--- src/source/mf_config.svh ---
/* median filter configuration */

`ifndef MF_CONFIG_SVH
`define MF_CONFIG_SVH

// pixel and geometry widths
`define MF_PIX_W   8
`define MF_DIM_W   10

// pixel memory address width, 1024 pixels
`define MF_ADDR_W  10

// host port
`define MF_MODE_W  2
`define MF_BUS_W   32

// taps in the 3x3 window
`define MF_WIN     9

`endif

--- src/source/mf_pkg.sv ---
/* median filter types */

`include "mf_config.svh"

package mf_pkg;

    typedef logic [`MF_PIX_W-1:0]  pixel_t;
    typedef logic [`MF_DIM_W-1:0]  dim_t;
    typedef logic [`MF_ADDR_W-1:0] pix_addr_t;
    typedef logic [`MF_BUS_W-1:0]  bus_t;

    typedef enum logic [`MF_MODE_W-1:0] {
        MODE_PIXEL,
        MODE_CTRL,
        MODE_WIDTH,
        MODE_HEIGHT
    } host_mode_t;

    typedef struct packed {
        logic       en;
        logic       we;
        host_mode_t mode;
        pix_addr_t  addr;
        bus_t       data;
    } host_req_t;

    typedef struct packed {
        logic      en;
        logic      we;
        pix_addr_t addr;
        pixel_t    data;
    } ram_req_t;

    typedef struct packed {
        dim_t      row;
        dim_t      col;
        pix_addr_t base;    // address of column 0 of the current row
    } pix_pos_t;

    typedef pixel_t [`MF_WIN-1:0] window_t;    // tap 0 upper left

    typedef enum logic [1:0] {
        ST_IDLE,
        ST_EXEC,
        ST_DONE
    } seq_state_t;

endpackage

--- src/source/mf_median_sort.sv ---
/* odd-even transposition median sorter */

`include "mf_config.svh"

module mf_median_sort (
    input  logic            CLK,
    input  logic            RST,
    input  logic            window_valid_i,
    input  mf_pkg::window_t window_i,
    output logic            median_valid_o,
    output mf_pkg::pixel_t  median_o
);
    import mf_pkg::*;

    localparam int PASS_W = $clog2(`MF_WIN);

    window_t           arr_r;
    logic [PASS_W-1:0] pass_r;
    logic              run_r;
    logic              valid_r;

    // one compare-exchange pass, odd selects pairs (1,2),(3,4)...
    function automatic window_t cx_pass(input window_t w, input logic odd);
        window_t r;
        pixel_t  t;
        r = w;
        for (int i = 0; i < `MF_WIN - 1; i++) begin
            if (i[0] == odd && r[i] > r[i+1]) begin
                t      = r[i];
                r[i]   = r[i+1];
                r[i+1] = t;
            end
        end
        return r;
    endfunction

    always_ff @(posedge CLK or negedge RST) begin
        if (!RST) begin
            pass_r  <= '0;
            run_r   <= 1'b0;
            valid_r <= 1'b0;
        end else begin
            valid_r <= run_r && (pass_r == PASS_W'(`MF_WIN - 1));
            if (window_valid_i) begin
                run_r  <= 1'b1;
                pass_r <= PASS_W'(1);    // pass 0 runs on load
            end else if (run_r) begin
                pass_r <= pass_r + PASS_W'(1);
                if (pass_r == PASS_W'(`MF_WIN - 1)) run_r <= 1'b0;
            end
        end
    end

    always_ff @(posedge CLK) begin
        if (window_valid_i) arr_r <= cx_pass(window_i, 1'b0);
        else if (run_r) arr_r <= cx_pass(arr_r, pass_r[0]);
    end

    assign median_valid_o = valid_r;
    assign median_o       = arr_r[`MF_WIN/2];

endmodule

--- config.mk ---
export PLATFORM = sky130hd
export DESIGN_NAME = mf_median_sort
export DESIGN_NICKNAME = d
export VERILOG_FILES = /design/src/source/mf_pkg.sv /design/src/source/mf_median_sort.sv
export VERILOG_INCLUDE_DIRS = /design/src /design/src/source
export SDC_FILE = /design/constraint.sdc
export NUM_CORES = 1
export LEC_CHECK = 0
export ABC_AREA = 0
export BUFFER_PORTS_ARGS = -buffer_cell sky130_fd_sc_hd__clkbuf_2
export CORE_ASPECT_RATIO = 1.5
export CORE_MARGIN = 4
export CORE_UTILIZATION = 61
export DETAILED_ROUTE_END_ITERATION = 7
export PLACE_DENSITY = 0.81
export SYNTH_ARGS = -nofsm -noshare
export SYNTH_HDL_FRONTEND = slang
export SYNTH_SLANG_ARGS = --single-unit
--- constraint.sdc ---
create_clock -name CLK -period 13.5 [get_ports CLK]
set_input_delay 0.675 -clock CLK [delete_from_list [all_inputs] [get_ports CLK]]
set_output_delay 0.675 -clock CLK [all_outputs]
set_load 0.01 [all_outputs]
==> results.sh, run 1 <==
export IMPL_status="finished clean"
export IMPL_layout_common_cells="inv_1, ha_1, nand2_1"
export IMPL_place_congestion=0.932
export IMPL_crit_path_max_fanout=26
export IMPL_slowest_delay_ns=0.43
export IMPL_critPathSlowestCell="or3_4"
export IMPL_ff2ff_setup_slack_ns=0.86
export IMPL_yosysWarnings=0
export IMPL_route_detailed_drc=0
export IMPL_fmax_ghz=0.0791
export IMPL_worst_r2r_cell_count=57
export IMPL_critPathKind="reg2reg"
export IMPL_async_flop_share_pct=7.69
export IMPL_vdd_drop_max_v=0.000139
export IMPL_die_w_um=102
export IMPL_ioPinCount=84
export IMPL_period_minus_slack_ns=12.64
export IMPL_avgSynthCellArea_um2=8.71
export IMPL_synth_area_um2=8090
export IMPL_fin_nets=1162
export IMPL_critPathLaunch="arr_r[9]"
export IMPL_diodes=0
export IMPL_num_rows=51
export IMPL_worstMarginPinSlew_ns=0.971
export IMPL_multiInputGateArea_um2=5100
export IMPL_maxCapViolations=0
export IMPL_htreeDepth=3
export IMPL_crit_end="arr_r[57]"
export IMPL_dieArea_um2=15200
export IMPL_fin_tns_setup_ns=0
export IMPL_slew_headroom_pct=34.8
export IMPL_skew_ns=0.00946
export IMPL_track_usage_pct=29.8
export IMPL_fillers=1076
export IMPL_setup_violations=0
export IMPL_via_per_inst=6.44
export IMPL_wl_per_cell_um=19.2
export IMPL_power_density_nw_per_um2=305
export IMPL_holdWs_ns=0.148
export IMPL_vias=7427
export IMPL_fin_crit_sh_pct=93.6
export IMPL_p_leak_nw=4.33
export IMPL_drive_gt1_share_pct=15.8
export IMPL_drv_slew=0
export IMPL_wl_um=22200
export IMPL_synth_edff_count=72
export IMPL_synthCells=929
export IMPL_die_h_um=149
export IMPL_r2r_end="arr_r[57]"
export IMPL_hold_viol=0
export IMPL_r2r_start="arr_r[9]"
export IMPL_seq_area_frac_synth_pct=28.6
export IMPL_cts_buffer_depth=2
export IMPL_cts_sinks=78
export IMPL_synth_fp_nets=1102
export IMPL_clockRootBuffer="clkbuf_16"
export IMPL_syn_to_final_growth_pct=10.4
export IMPL_drt_iter0_markers=401
export IMPL_core_area_um2=13000
export IMPL_hold_buffers=0
export IMPL_grt_max_degree=88
export IMPL_portBuffers=83
export IMPL_required_ns=13.58
export IMPL_rsz0062_at_grt="false"
export IMPL_synth_seq_cells=78
export IMPL_seqCellArea_um2=2310
export IMPL_overflow=0
export IMPL_holdCritPathClass="in2async"
export IMPL_yosysUniqueCellTypes=63
export IMPL_path_clk_slew_ns=0.07
export IMPL_synth_main_ff_cell="edfxtp_1"
export IMPL_numCtsBuffers=9
export IMPL_dpl_hpwl_um=17200
export IMPL_insertion_delay_ns=0.35
export IMPL_critical_path_startpoint_type="register"
export IMPL_final_common_cell="inv_1"
export IMPL_cp_common_cell="ha_1"
export IMPL_cp_arrival_ns=12.72
export IMPL_grt_pass1_wl_um=35800
export IMPL_endpoint_kind="register"
export IMPL_antenna_found_initial=0
export IMPL_initial_core_util_pct=62.2
export IMPL_ant_nets=0
export IMPL_grt_pass1_vias=7446
export IMPL_cts_tree="done"
export IMPL_drt_pass1_iter_count=5
-- worst max-delay path: cells and delay by family, from the launching register on --
family	cells	cell delay [ns]
multiplexers	2	0.67
flip-flops	1	0.38
adder cells (fa/ha/maj)	8	2.46
AND/OR/NAND/NOR	17	3.01
buffers and inverters	7	1.02
AO/OA/AOI/OAI	23	4.81
-- routing by layer --
layer  wire [µm]  GRT usage (%)  up-vias
met5           0              0        -
met4        1420           18.1        0
met1        8050           33.1     3431
met3        1230           4.77      106
met2       11500           52.3      308
li1            -              -     3582
-- cells in the mapped netlist (17+ instances only) --
master / n / share of area [%]
mux2i_1: 50 / 6.2
a21oi_1: 81 / 5.0
nand2_1: 86 / 4.0
ha_1: 98 / 15
o22ai_1: 17 / 1.3
inv_1: 119 / 5.5
o211ai_1: 25 / 2.3
nor2_1: 23 / 1.1
clkbuf_1: 28 / 1.3
nand3_1: 35 / 2.2
edfxtp_1: 72 / 27
o21ai_0: 43 / 2.7
a21o_1: 24 / 2.2
-- power by group --
part           total, W  switching (W)  internal [W]  leakage (nW)
Clock          0.000272       0.000108      0.000164         0.155
Combinational   0.00190        0.00112      0.000778          3.32
Sequential     0.000551       0.000122      0.000429         0.850
-- state kept, by name, summed over array words and instances, names as in the netlist --
register	cells
arr_r	64
median_o	8
median_valid_o	1
pass_r	4
run_r	1
-- kinds of logic after synthesis --
kind of cell | after synthesis | synth area share, %
AOI/OAI and AO/OA | 303 | 26.2
xor gates and xnor gates | 3 | 0.325
muxes | 66 | 8.41
buffers and inverters | 172 | 8.90
DFF | 78 | 28.6
adders and majority gates | 98 | 15.1
and+or+nand+nor | 209 | 12.4
-- timing repair --
action	in CTS	in global routing
endpoints found under the hold margin	0	0
resized for setup	1	10
cloned	0	0
pin swaps	0	1
endpoints found under the setup margin	8	24
buffers inserted	0	2
-- through the flow --
step | cells | setup WS (ns) | instance area, µm² | utilization, % | power, W
final | 1153 | 0.861 | 8930 | 68.6 | 0.00273
after global routing | 1153 | 0.0123 | 8930 | 68.6 | 0.00296
after CTS | 1151 | 0.0869 | 8880 | 68.2 | 0.00264
after detailed placement | 1135 | 0.0198 | 8560 | 65.7 | 0.00235
after global placement | 1135 | 0.396 | 8560 | 65.7 | 0.00229
after floorplan | 929 | 1.15 | 8090 | - | 0.00191
-- worst min path at each step --
| stage | from | to | slack, ns | cells after the start |
|---|---|---|---|---|
| finish | RST | median_valid_o | 0.15 | 1 |
| global route | RST | median_valid_o | 0.16 | 1 |
| CTS | RST | median_valid_o | 0.14 | 1 |
| detailed placement | pass_r[2] | median_valid_o | 0.49 | 1 |
| global placement | pass_r[2] | median_valid_o | 0.49 | 1 |
| floorplan | RST | median_valid_o | 0.38 | 0 |
-- cell type report --
| type | instances | share of cell area (%) |
|---|---|---|
| inverter | 120 | 5.04 |
| clock inverter | 6 | 1.04 |
| clock buffer | 10 | 2.56 |
| timing repair buffer | 101 | 6.16 |
| tap | 159 | 2.23 |
| multi-input combinational | 679 | 57.1 |
| sequential | 78 | 25.9 |
Note: power is estimated with default switching activity, not from simulation.
==> inputs of run 2 (changes only) <==
==> constraint.sdc (replaced) <==
create_clock -name CLK -period 14.2 [get_ports CLK]
set_input_delay 0.71 -clock CLK [delete_from_list [all_inputs] [get_ports CLK]]
set_output_delay 0.71 -clock CLK [all_outputs]
set_load 0.01 [all_outputs]
==> results.sh, run 2 (synthesis gave the netlist of run 1 again) <==
export IMPL_status="finished clean"
export IMPL_die_h_um=149
export IMPL_drive_gt1_share_pct=15.2
export IMPL_critical_path_startpoint_type="register"
export IMPL_fmax_ghz=0.0765
export IMPL_drt_pass1_iter_count=5
export IMPL_insertion_delay_ns=0.36
export IMPL_route_detailed_drc=0
export IMPL_crit_path_max_fanout=31
export IMPL_grt_pass1_wl_um=36000
export IMPL_fin_crit_sh_pct=92.0
export IMPL_critPathKind="reg2reg"
export IMPL_diodes=0
export IMPL_hold_buffers=0
export IMPL_power_density_nw_per_um2=284
export IMPL_overflow=0
export IMPL_rsz0062_at_grt="false"
export IMPL_num_rows=51
export IMPL_multiInputGateArea_um2=5080
export IMPL_via_per_inst=6.47
export IMPL_drv_slew=0
export IMPL_required_ns=14.29
export IMPL_track_usage_pct=29.8
export IMPL_worst_slack_ns=1.13
export IMPL_largest_register="arr_r"
export IMPL_htreeDepth=3
export IMPL_dpl_worst_slack_ns=0.353
export IMPL_vias=7428
export IMPL_slowest_delay_ns=0.43
export IMPL_critPathSlowestCell="a32o_2"
export IMPL_holdCritPathClass="in2async"
export IMPL_setup_violations=0
export IMPL_grt_max_degree=88
export IMPL_path_clk_slew_ns=0.07
export IMPL_seqCellArea_um2=2310
export IMPL_final_common_cell="inv_1"
export IMPL_fin_tns_setup_ns=0
export IMPL_ioPinCount=84
export IMPL_antenna_found_initial=0
export IMPL_initial_core_util_pct=62.2
export IMPL_wl_per_cell_um=19.3
export IMPL_cp_arrival_ns=13.16
export IMPL_total_power_w=0.00251
export IMPL_p_leak_nw=4.29
export IMPL_fin_nets=1157
export IMPL_maxCapViolations=0
export IMPL_period_minus_slack_ns=13.07
export IMPL_cts_tree="done"
export IMPL_ant_nets=0
export IMPL_skew_ns=0.00960
export IMPL_die_w_um=102
export IMPL_cts_buffer_depth=2
export IMPL_portBuffers=83
export IMPL_place_congestion=0.959
export IMPL_layout_common_cells="inv_1, ha_1, nand2_1"
export IMPL_syn_to_final_growth_pct=9.37
export IMPL_dieArea_um2=15200
export IMPL_cts_sinks=78
export IMPL_cp_common_cell="ha_1"
export IMPL_core_area_um2=13000
export IMPL_fillers=1118
export IMPL_hold_viol=0
export IMPL_dpl_hpwl_um=17200
export IMPL_drt_iter0_markers=439
export IMPL_wl_um=22100
export IMPL_slew_headroom_pct=33.6
export IMPL_vdd_drop_max_v=0.000140
export IMPL_largest_reg_flops=64
export IMPL_worstMarginPinSlew_ns=0.989
export IMPL_endpoint_kind="register"
export IMPL_grt_pass1_vias=7427
export IMPL_numCtsBuffers=9
export IMPL_clockRootBuffer="clkbuf_16"
==> run 2: worst max-delay path: cells and delay by family (launching register included) <==
family                   cells  cell delay (ns)
flip-flops                   1             0.37
AND/OR/NAND/NOR             17             3.30
multiplexers                 2             0.71
AO/OA/AOI/OAI               23             5.32
buffers and inverters        5             0.66
adder cells (fa/ha/maj)      8             2.44
==> run 2: final cells by class <==
| cell class | count | area share, % |
|---|---|---|
| Tap cell | 159 | 2.25 |
| Clock buffer | 9 | 2.54 |
| Multi-Input combinational cell | 679 | 57.4 |
| Inverter | 120 | 5.09 |
| Clock inverter | 7 | 0.806 |
| Timing Repair Buffer | 96 | 5.80 |
| Sequential cell | 78 | 26.1 |
==> run 2: final timing paths <==
check	start	endpoint	slack [ns]	depth (start not counted)
setup / recovery	arr_r[9]	arr_r[60]	1.13	55
hold / removal	RST	pass_r[3]	0.17	1
setup reg to reg	arr_r[9]	arr_r[60]	1.13	55
hold reg to reg	pass_r[2]	median_valid_o	0.50	1
max in group asynchronous	RST	pass_r[0]	13.88	1
min in group CLK	pass_r[2]	median_valid_o	0.50	1
==> run 2: per-stage QoR <==
| stage | instance area [µm²] | hold WS (ns) | util (%) | std cells |
|---|---|---|---|---|
| final | 8850 | 0.174 | 68.0 | 1148 |
| after CTS | 8830 | 0.175 | 67.8 | 1148 |
| after detailed placement | 8540 | 0.490 | 65.6 | 1132 |
| after floorplan | 8090 | 0.414 | - | 929 |
| after global routing | 8850 | 0.185 | 68.0 | 1148 |
| after global placement | 8540 | 0.489 | 65.6 | 1132 |
==> run 2: what timing repair did <==
action	4_1_cts	5_1_grt
hold endpoints to repair	0	0
setup endpoints to repair	0	24
buffers inserted	0	0
gates resized for setup	0	6
==> run 2: power by group <==
group	leakage, nW	switching [W]	internal (W)
sequential	0.850	0.000118	0.000408
combinational	3.29	0.00104	0.000704
clock	0.145	0.000104	0.000137
==> run 2: layer usage <==
layer | track usage (%) | wire, µm | vias up | part of all wire, %
met4 | 16.5 | 1310 | 0 | 5.9
met5 | 0 | 0 | - | 0
met1 | 32.4 | 8160 | 3504 | 37
met2 | 53.9 | 11500 | 264 | 52
met3 | 4.31 | 1140 | 92 | 5.2
li1 | - | - | 3568 | -
==> inputs of run 3 (changes only) <==
--- a/config.mk
+++ b/config.mk
@@ -8,11 +8,12 @@
 export LEC_CHECK = 0
 export ABC_AREA = 0
 export BUFFER_PORTS_ARGS = -buffer_cell sky130_fd_sc_hd__clkbuf_2
-export CORE_ASPECT_RATIO = 1.5
+export CORE_ASPECT_RATIO = 1.25
 export CORE_MARGIN = 4
 export CORE_UTILIZATION = 61
 export DETAILED_ROUTE_END_ITERATION = 7
 export PLACE_DENSITY = 0.81
+export SKIP_CTS_REPAIR_TIMING = 1
 export SYNTH_ARGS = -nofsm -noshare
 export SYNTH_HDL_FRONTEND = slang
 export SYNTH_SLANG_ARGS = --single-unit
==> results.sh, run 3 (synthesis gave the netlist of run 1 again) <==
export IMPL_status="finished clean"
export IMPL_hold_viol=0
export IMPL_diodes=0
export IMPL_critPathSlowestCell="a311oi_2"
export IMPL_cts_tree="done"
export IMPL_placed_cells=1140
export IMPL_critPathKind="reg2reg"
export IMPL_vias=7257
export IMPL_pwr_share_seq_pct=21.1
export IMPL_largest_reg_flops=64
export IMPL_vdd_drop_max_v=0.000138
export IMPL_num_rows=46
export IMPL_path_clk_slew_ns=0.07
export IMPL_critPathTopFamily="compound AO/OA/AOI/OAI gates"
export IMPL_grt_pass1_vias=7130
export IMPL_cp_arrival_ns=13.30
export IMPL_rsz0062_at_grt="false"
export IMPL_dieArea_um2=15200
export IMPL_p_leak_nw=4.28
export IMPL_dpl_hpwl_um=16600
export IMPL_grt_pass1_wl_um=34700
export IMPL_setup_violations=0
export IMPL_required_ns=14.27
export IMPL_worst_slack_ns=0.973
export IMPL_ant_nets=0
export IMPL_die_w_um=111
export IMPL_core_area_um2=12800
export IMPL_holdCritPathClass="in2async"
export IMPL_power_density_nw_per_um2=282
export IMPL_track_usage_pct=28.6
export IMPL_grt_max_degree=88
export IMPL_holdWs_ns=0.172
export IMPL_dpl_worst_slack_ns=0.445
export IMPL_fin_nets=1156
export IMPL_fin_crit_sh_pct=93.2
export IMPL_design_area_um2=8850
export IMPL_clockRootBuffer="clkbuf_16"
export IMPL_power_frac_comb_pct=69.3
export IMPL_drt_pass1_iter_count=5
export IMPL_htreeDepth=3
export IMPL_slowest_delay_ns=0.51
export IMPL_skew_ns=0.0106
export IMPL_cp_buffers_inverters=6
export IMPL_place_congestion=0.883
export IMPL_cts_sinks=78
export IMPL_largest_register="arr_r"
export IMPL_maxCapViolations=0
export IMPL_route_detailed_drc=0
export IMPL_switchingPower_w=0.00125
export IMPL_layout_common_cells="inv_1, ha_1, nand2_1"
export IMPL_placed_area_um2=8540
export IMPL_fillers=1059
export IMPL_p_int_w=0.00125
export IMPL_swShare_pct=50.0
export IMPL_worstMarginPinSlew_ns=0.999
export IMPL_fin_tns_setup_ns=0
export IMPL_drive_gt1_share_pct=15.1
export IMPL_numCtsBuffers=9
export IMPL_fmax_ghz=0.0756
export IMPL_ioPinCount=84
export IMPL_period_minus_slack_ns=13.23
export IMPL_critical_path_startpoint_type="register"
export IMPL_final_common_cell="inv_1"
export IMPL_stdcell_count=1156
export IMPL_slew_headroom_pct=32.9
export IMPL_crit_path_max_fanout=31
export IMPL_cts_buffer_depth=2
export IMPL_via_per_inst=6.28
export IMPL_syn_to_final_growth_pct=9.31
export IMPL_power_share_clock_pct=9.6
export IMPL_portBuffers=83
export IMPL_die_h_um=137
export IMPL_endpoint_kind="register"
export IMPL_antenna_found_initial=0
export IMPL_initial_core_util_pct=63.1
export IMPL_drv_slew=0
export IMPL_cp_common_cell="ha_1"
export IMPL_insertion_delay_ns=0.35
export IMPL_wl_um=21500
export IMPL_overflow=0
export IMPL_wl_per_cell_um=18.6
export IMPL_drt_iter0_markers=437
run 3: cell types whose count changed in the layout (fill, tap and decap cells not counted), sizes merged:
| cell | before | now |
|---|---|---|
| inv | 122 | 121 |
| clkbuf | 91 | 93 |
| clkinv | 3 | 2 |
| buf | 14 | 13 |
run 3: worst paths after layout:
kind / start / end / slack (ns) / depth (start not counted)
worst max-delay path: arr_r[9] / arr_r[62] / 0.97 / 56
worst min-delay path: RST / pass_r[0] / 0.17 / 1
worst max register to register: arr_r[9] / arr_r[62] / 0.97 / 56
worst min register to register: pass_r[2] / median_valid_o / 0.51 / 1
max in group asynchronous: RST / run_r / 13.88 / 1
min in group CLK: pass_r[2] / median_valid_o / 0.51 / 1
run 3: layout make-up:
class / instances / area [µm²] / area share (%)
Multi-Input combinational cell: 679 / 5070 / 57.3
Tap cell: 168 / 210 / 2.38
Clock inverter: 5 / 56.3 / 0.636
Clock buffer: 11 / 243 / 2.74
Inverter: 120 / 450 / 5.09
Timing Repair Buffer: 95 / 505 / 5.71
Sequential cell: 78 / 2310 / 26.1
run 3: stage by stage:
stage	total power [W]	utilization, %
6_report	0.00250	68.9
5_1_grt	0.00273	68.9
4_1_cts	0.00247	68.9
3_5_place_dp	0.00221	66.5
3_3_place_gp	0.00218	66.5
2_1_floorplan	0.00182	-
run 3: power groups by stage:
| stage | Combinational, W | Sequential (W) | Clock [W] |
|---|---|---|---|
| floorplan | 0.00135 | 0.000469 | 0 |
| global placement | 0.00166 | 0.000523 | 0 |
| detailed placement | 0.00169 | 0.000525 | 0 |
| CTS | 0.00171 | 0.000521 | 0.000240 |
| global route | 0.00194 | 0.000535 | 0.000249 |
| finish | 0.00173 | 0.000526 | 0.000240 |
run 3: worst register-to-register path: cells and delay by family, from the launching register on:
| family | cells | cell delay (ns) |
|---|---|---|
| mux | 2 | 0.75 |
| compound gates | 27 | 5.96 |
| flops | 1 | 0.37 |
| buf+inv | 6 | 0.81 |
| fa+ha+maj | 8 | 2.22 |
| simple gates | 13 | 2.82 |
run 3: per-layer routing:
layer  track usage (%)  wire [µm]  part of all wire (%)  vias to the layer above
met3              3.80       1120                   5.2                       67
met5                 0          0                     0                        -
met4              15.1        965                   4.5                        0
li1                  -          -                     -                     3568
met1              32.8       8450                    39                     3377
met2              51.9      10900                    51                      245
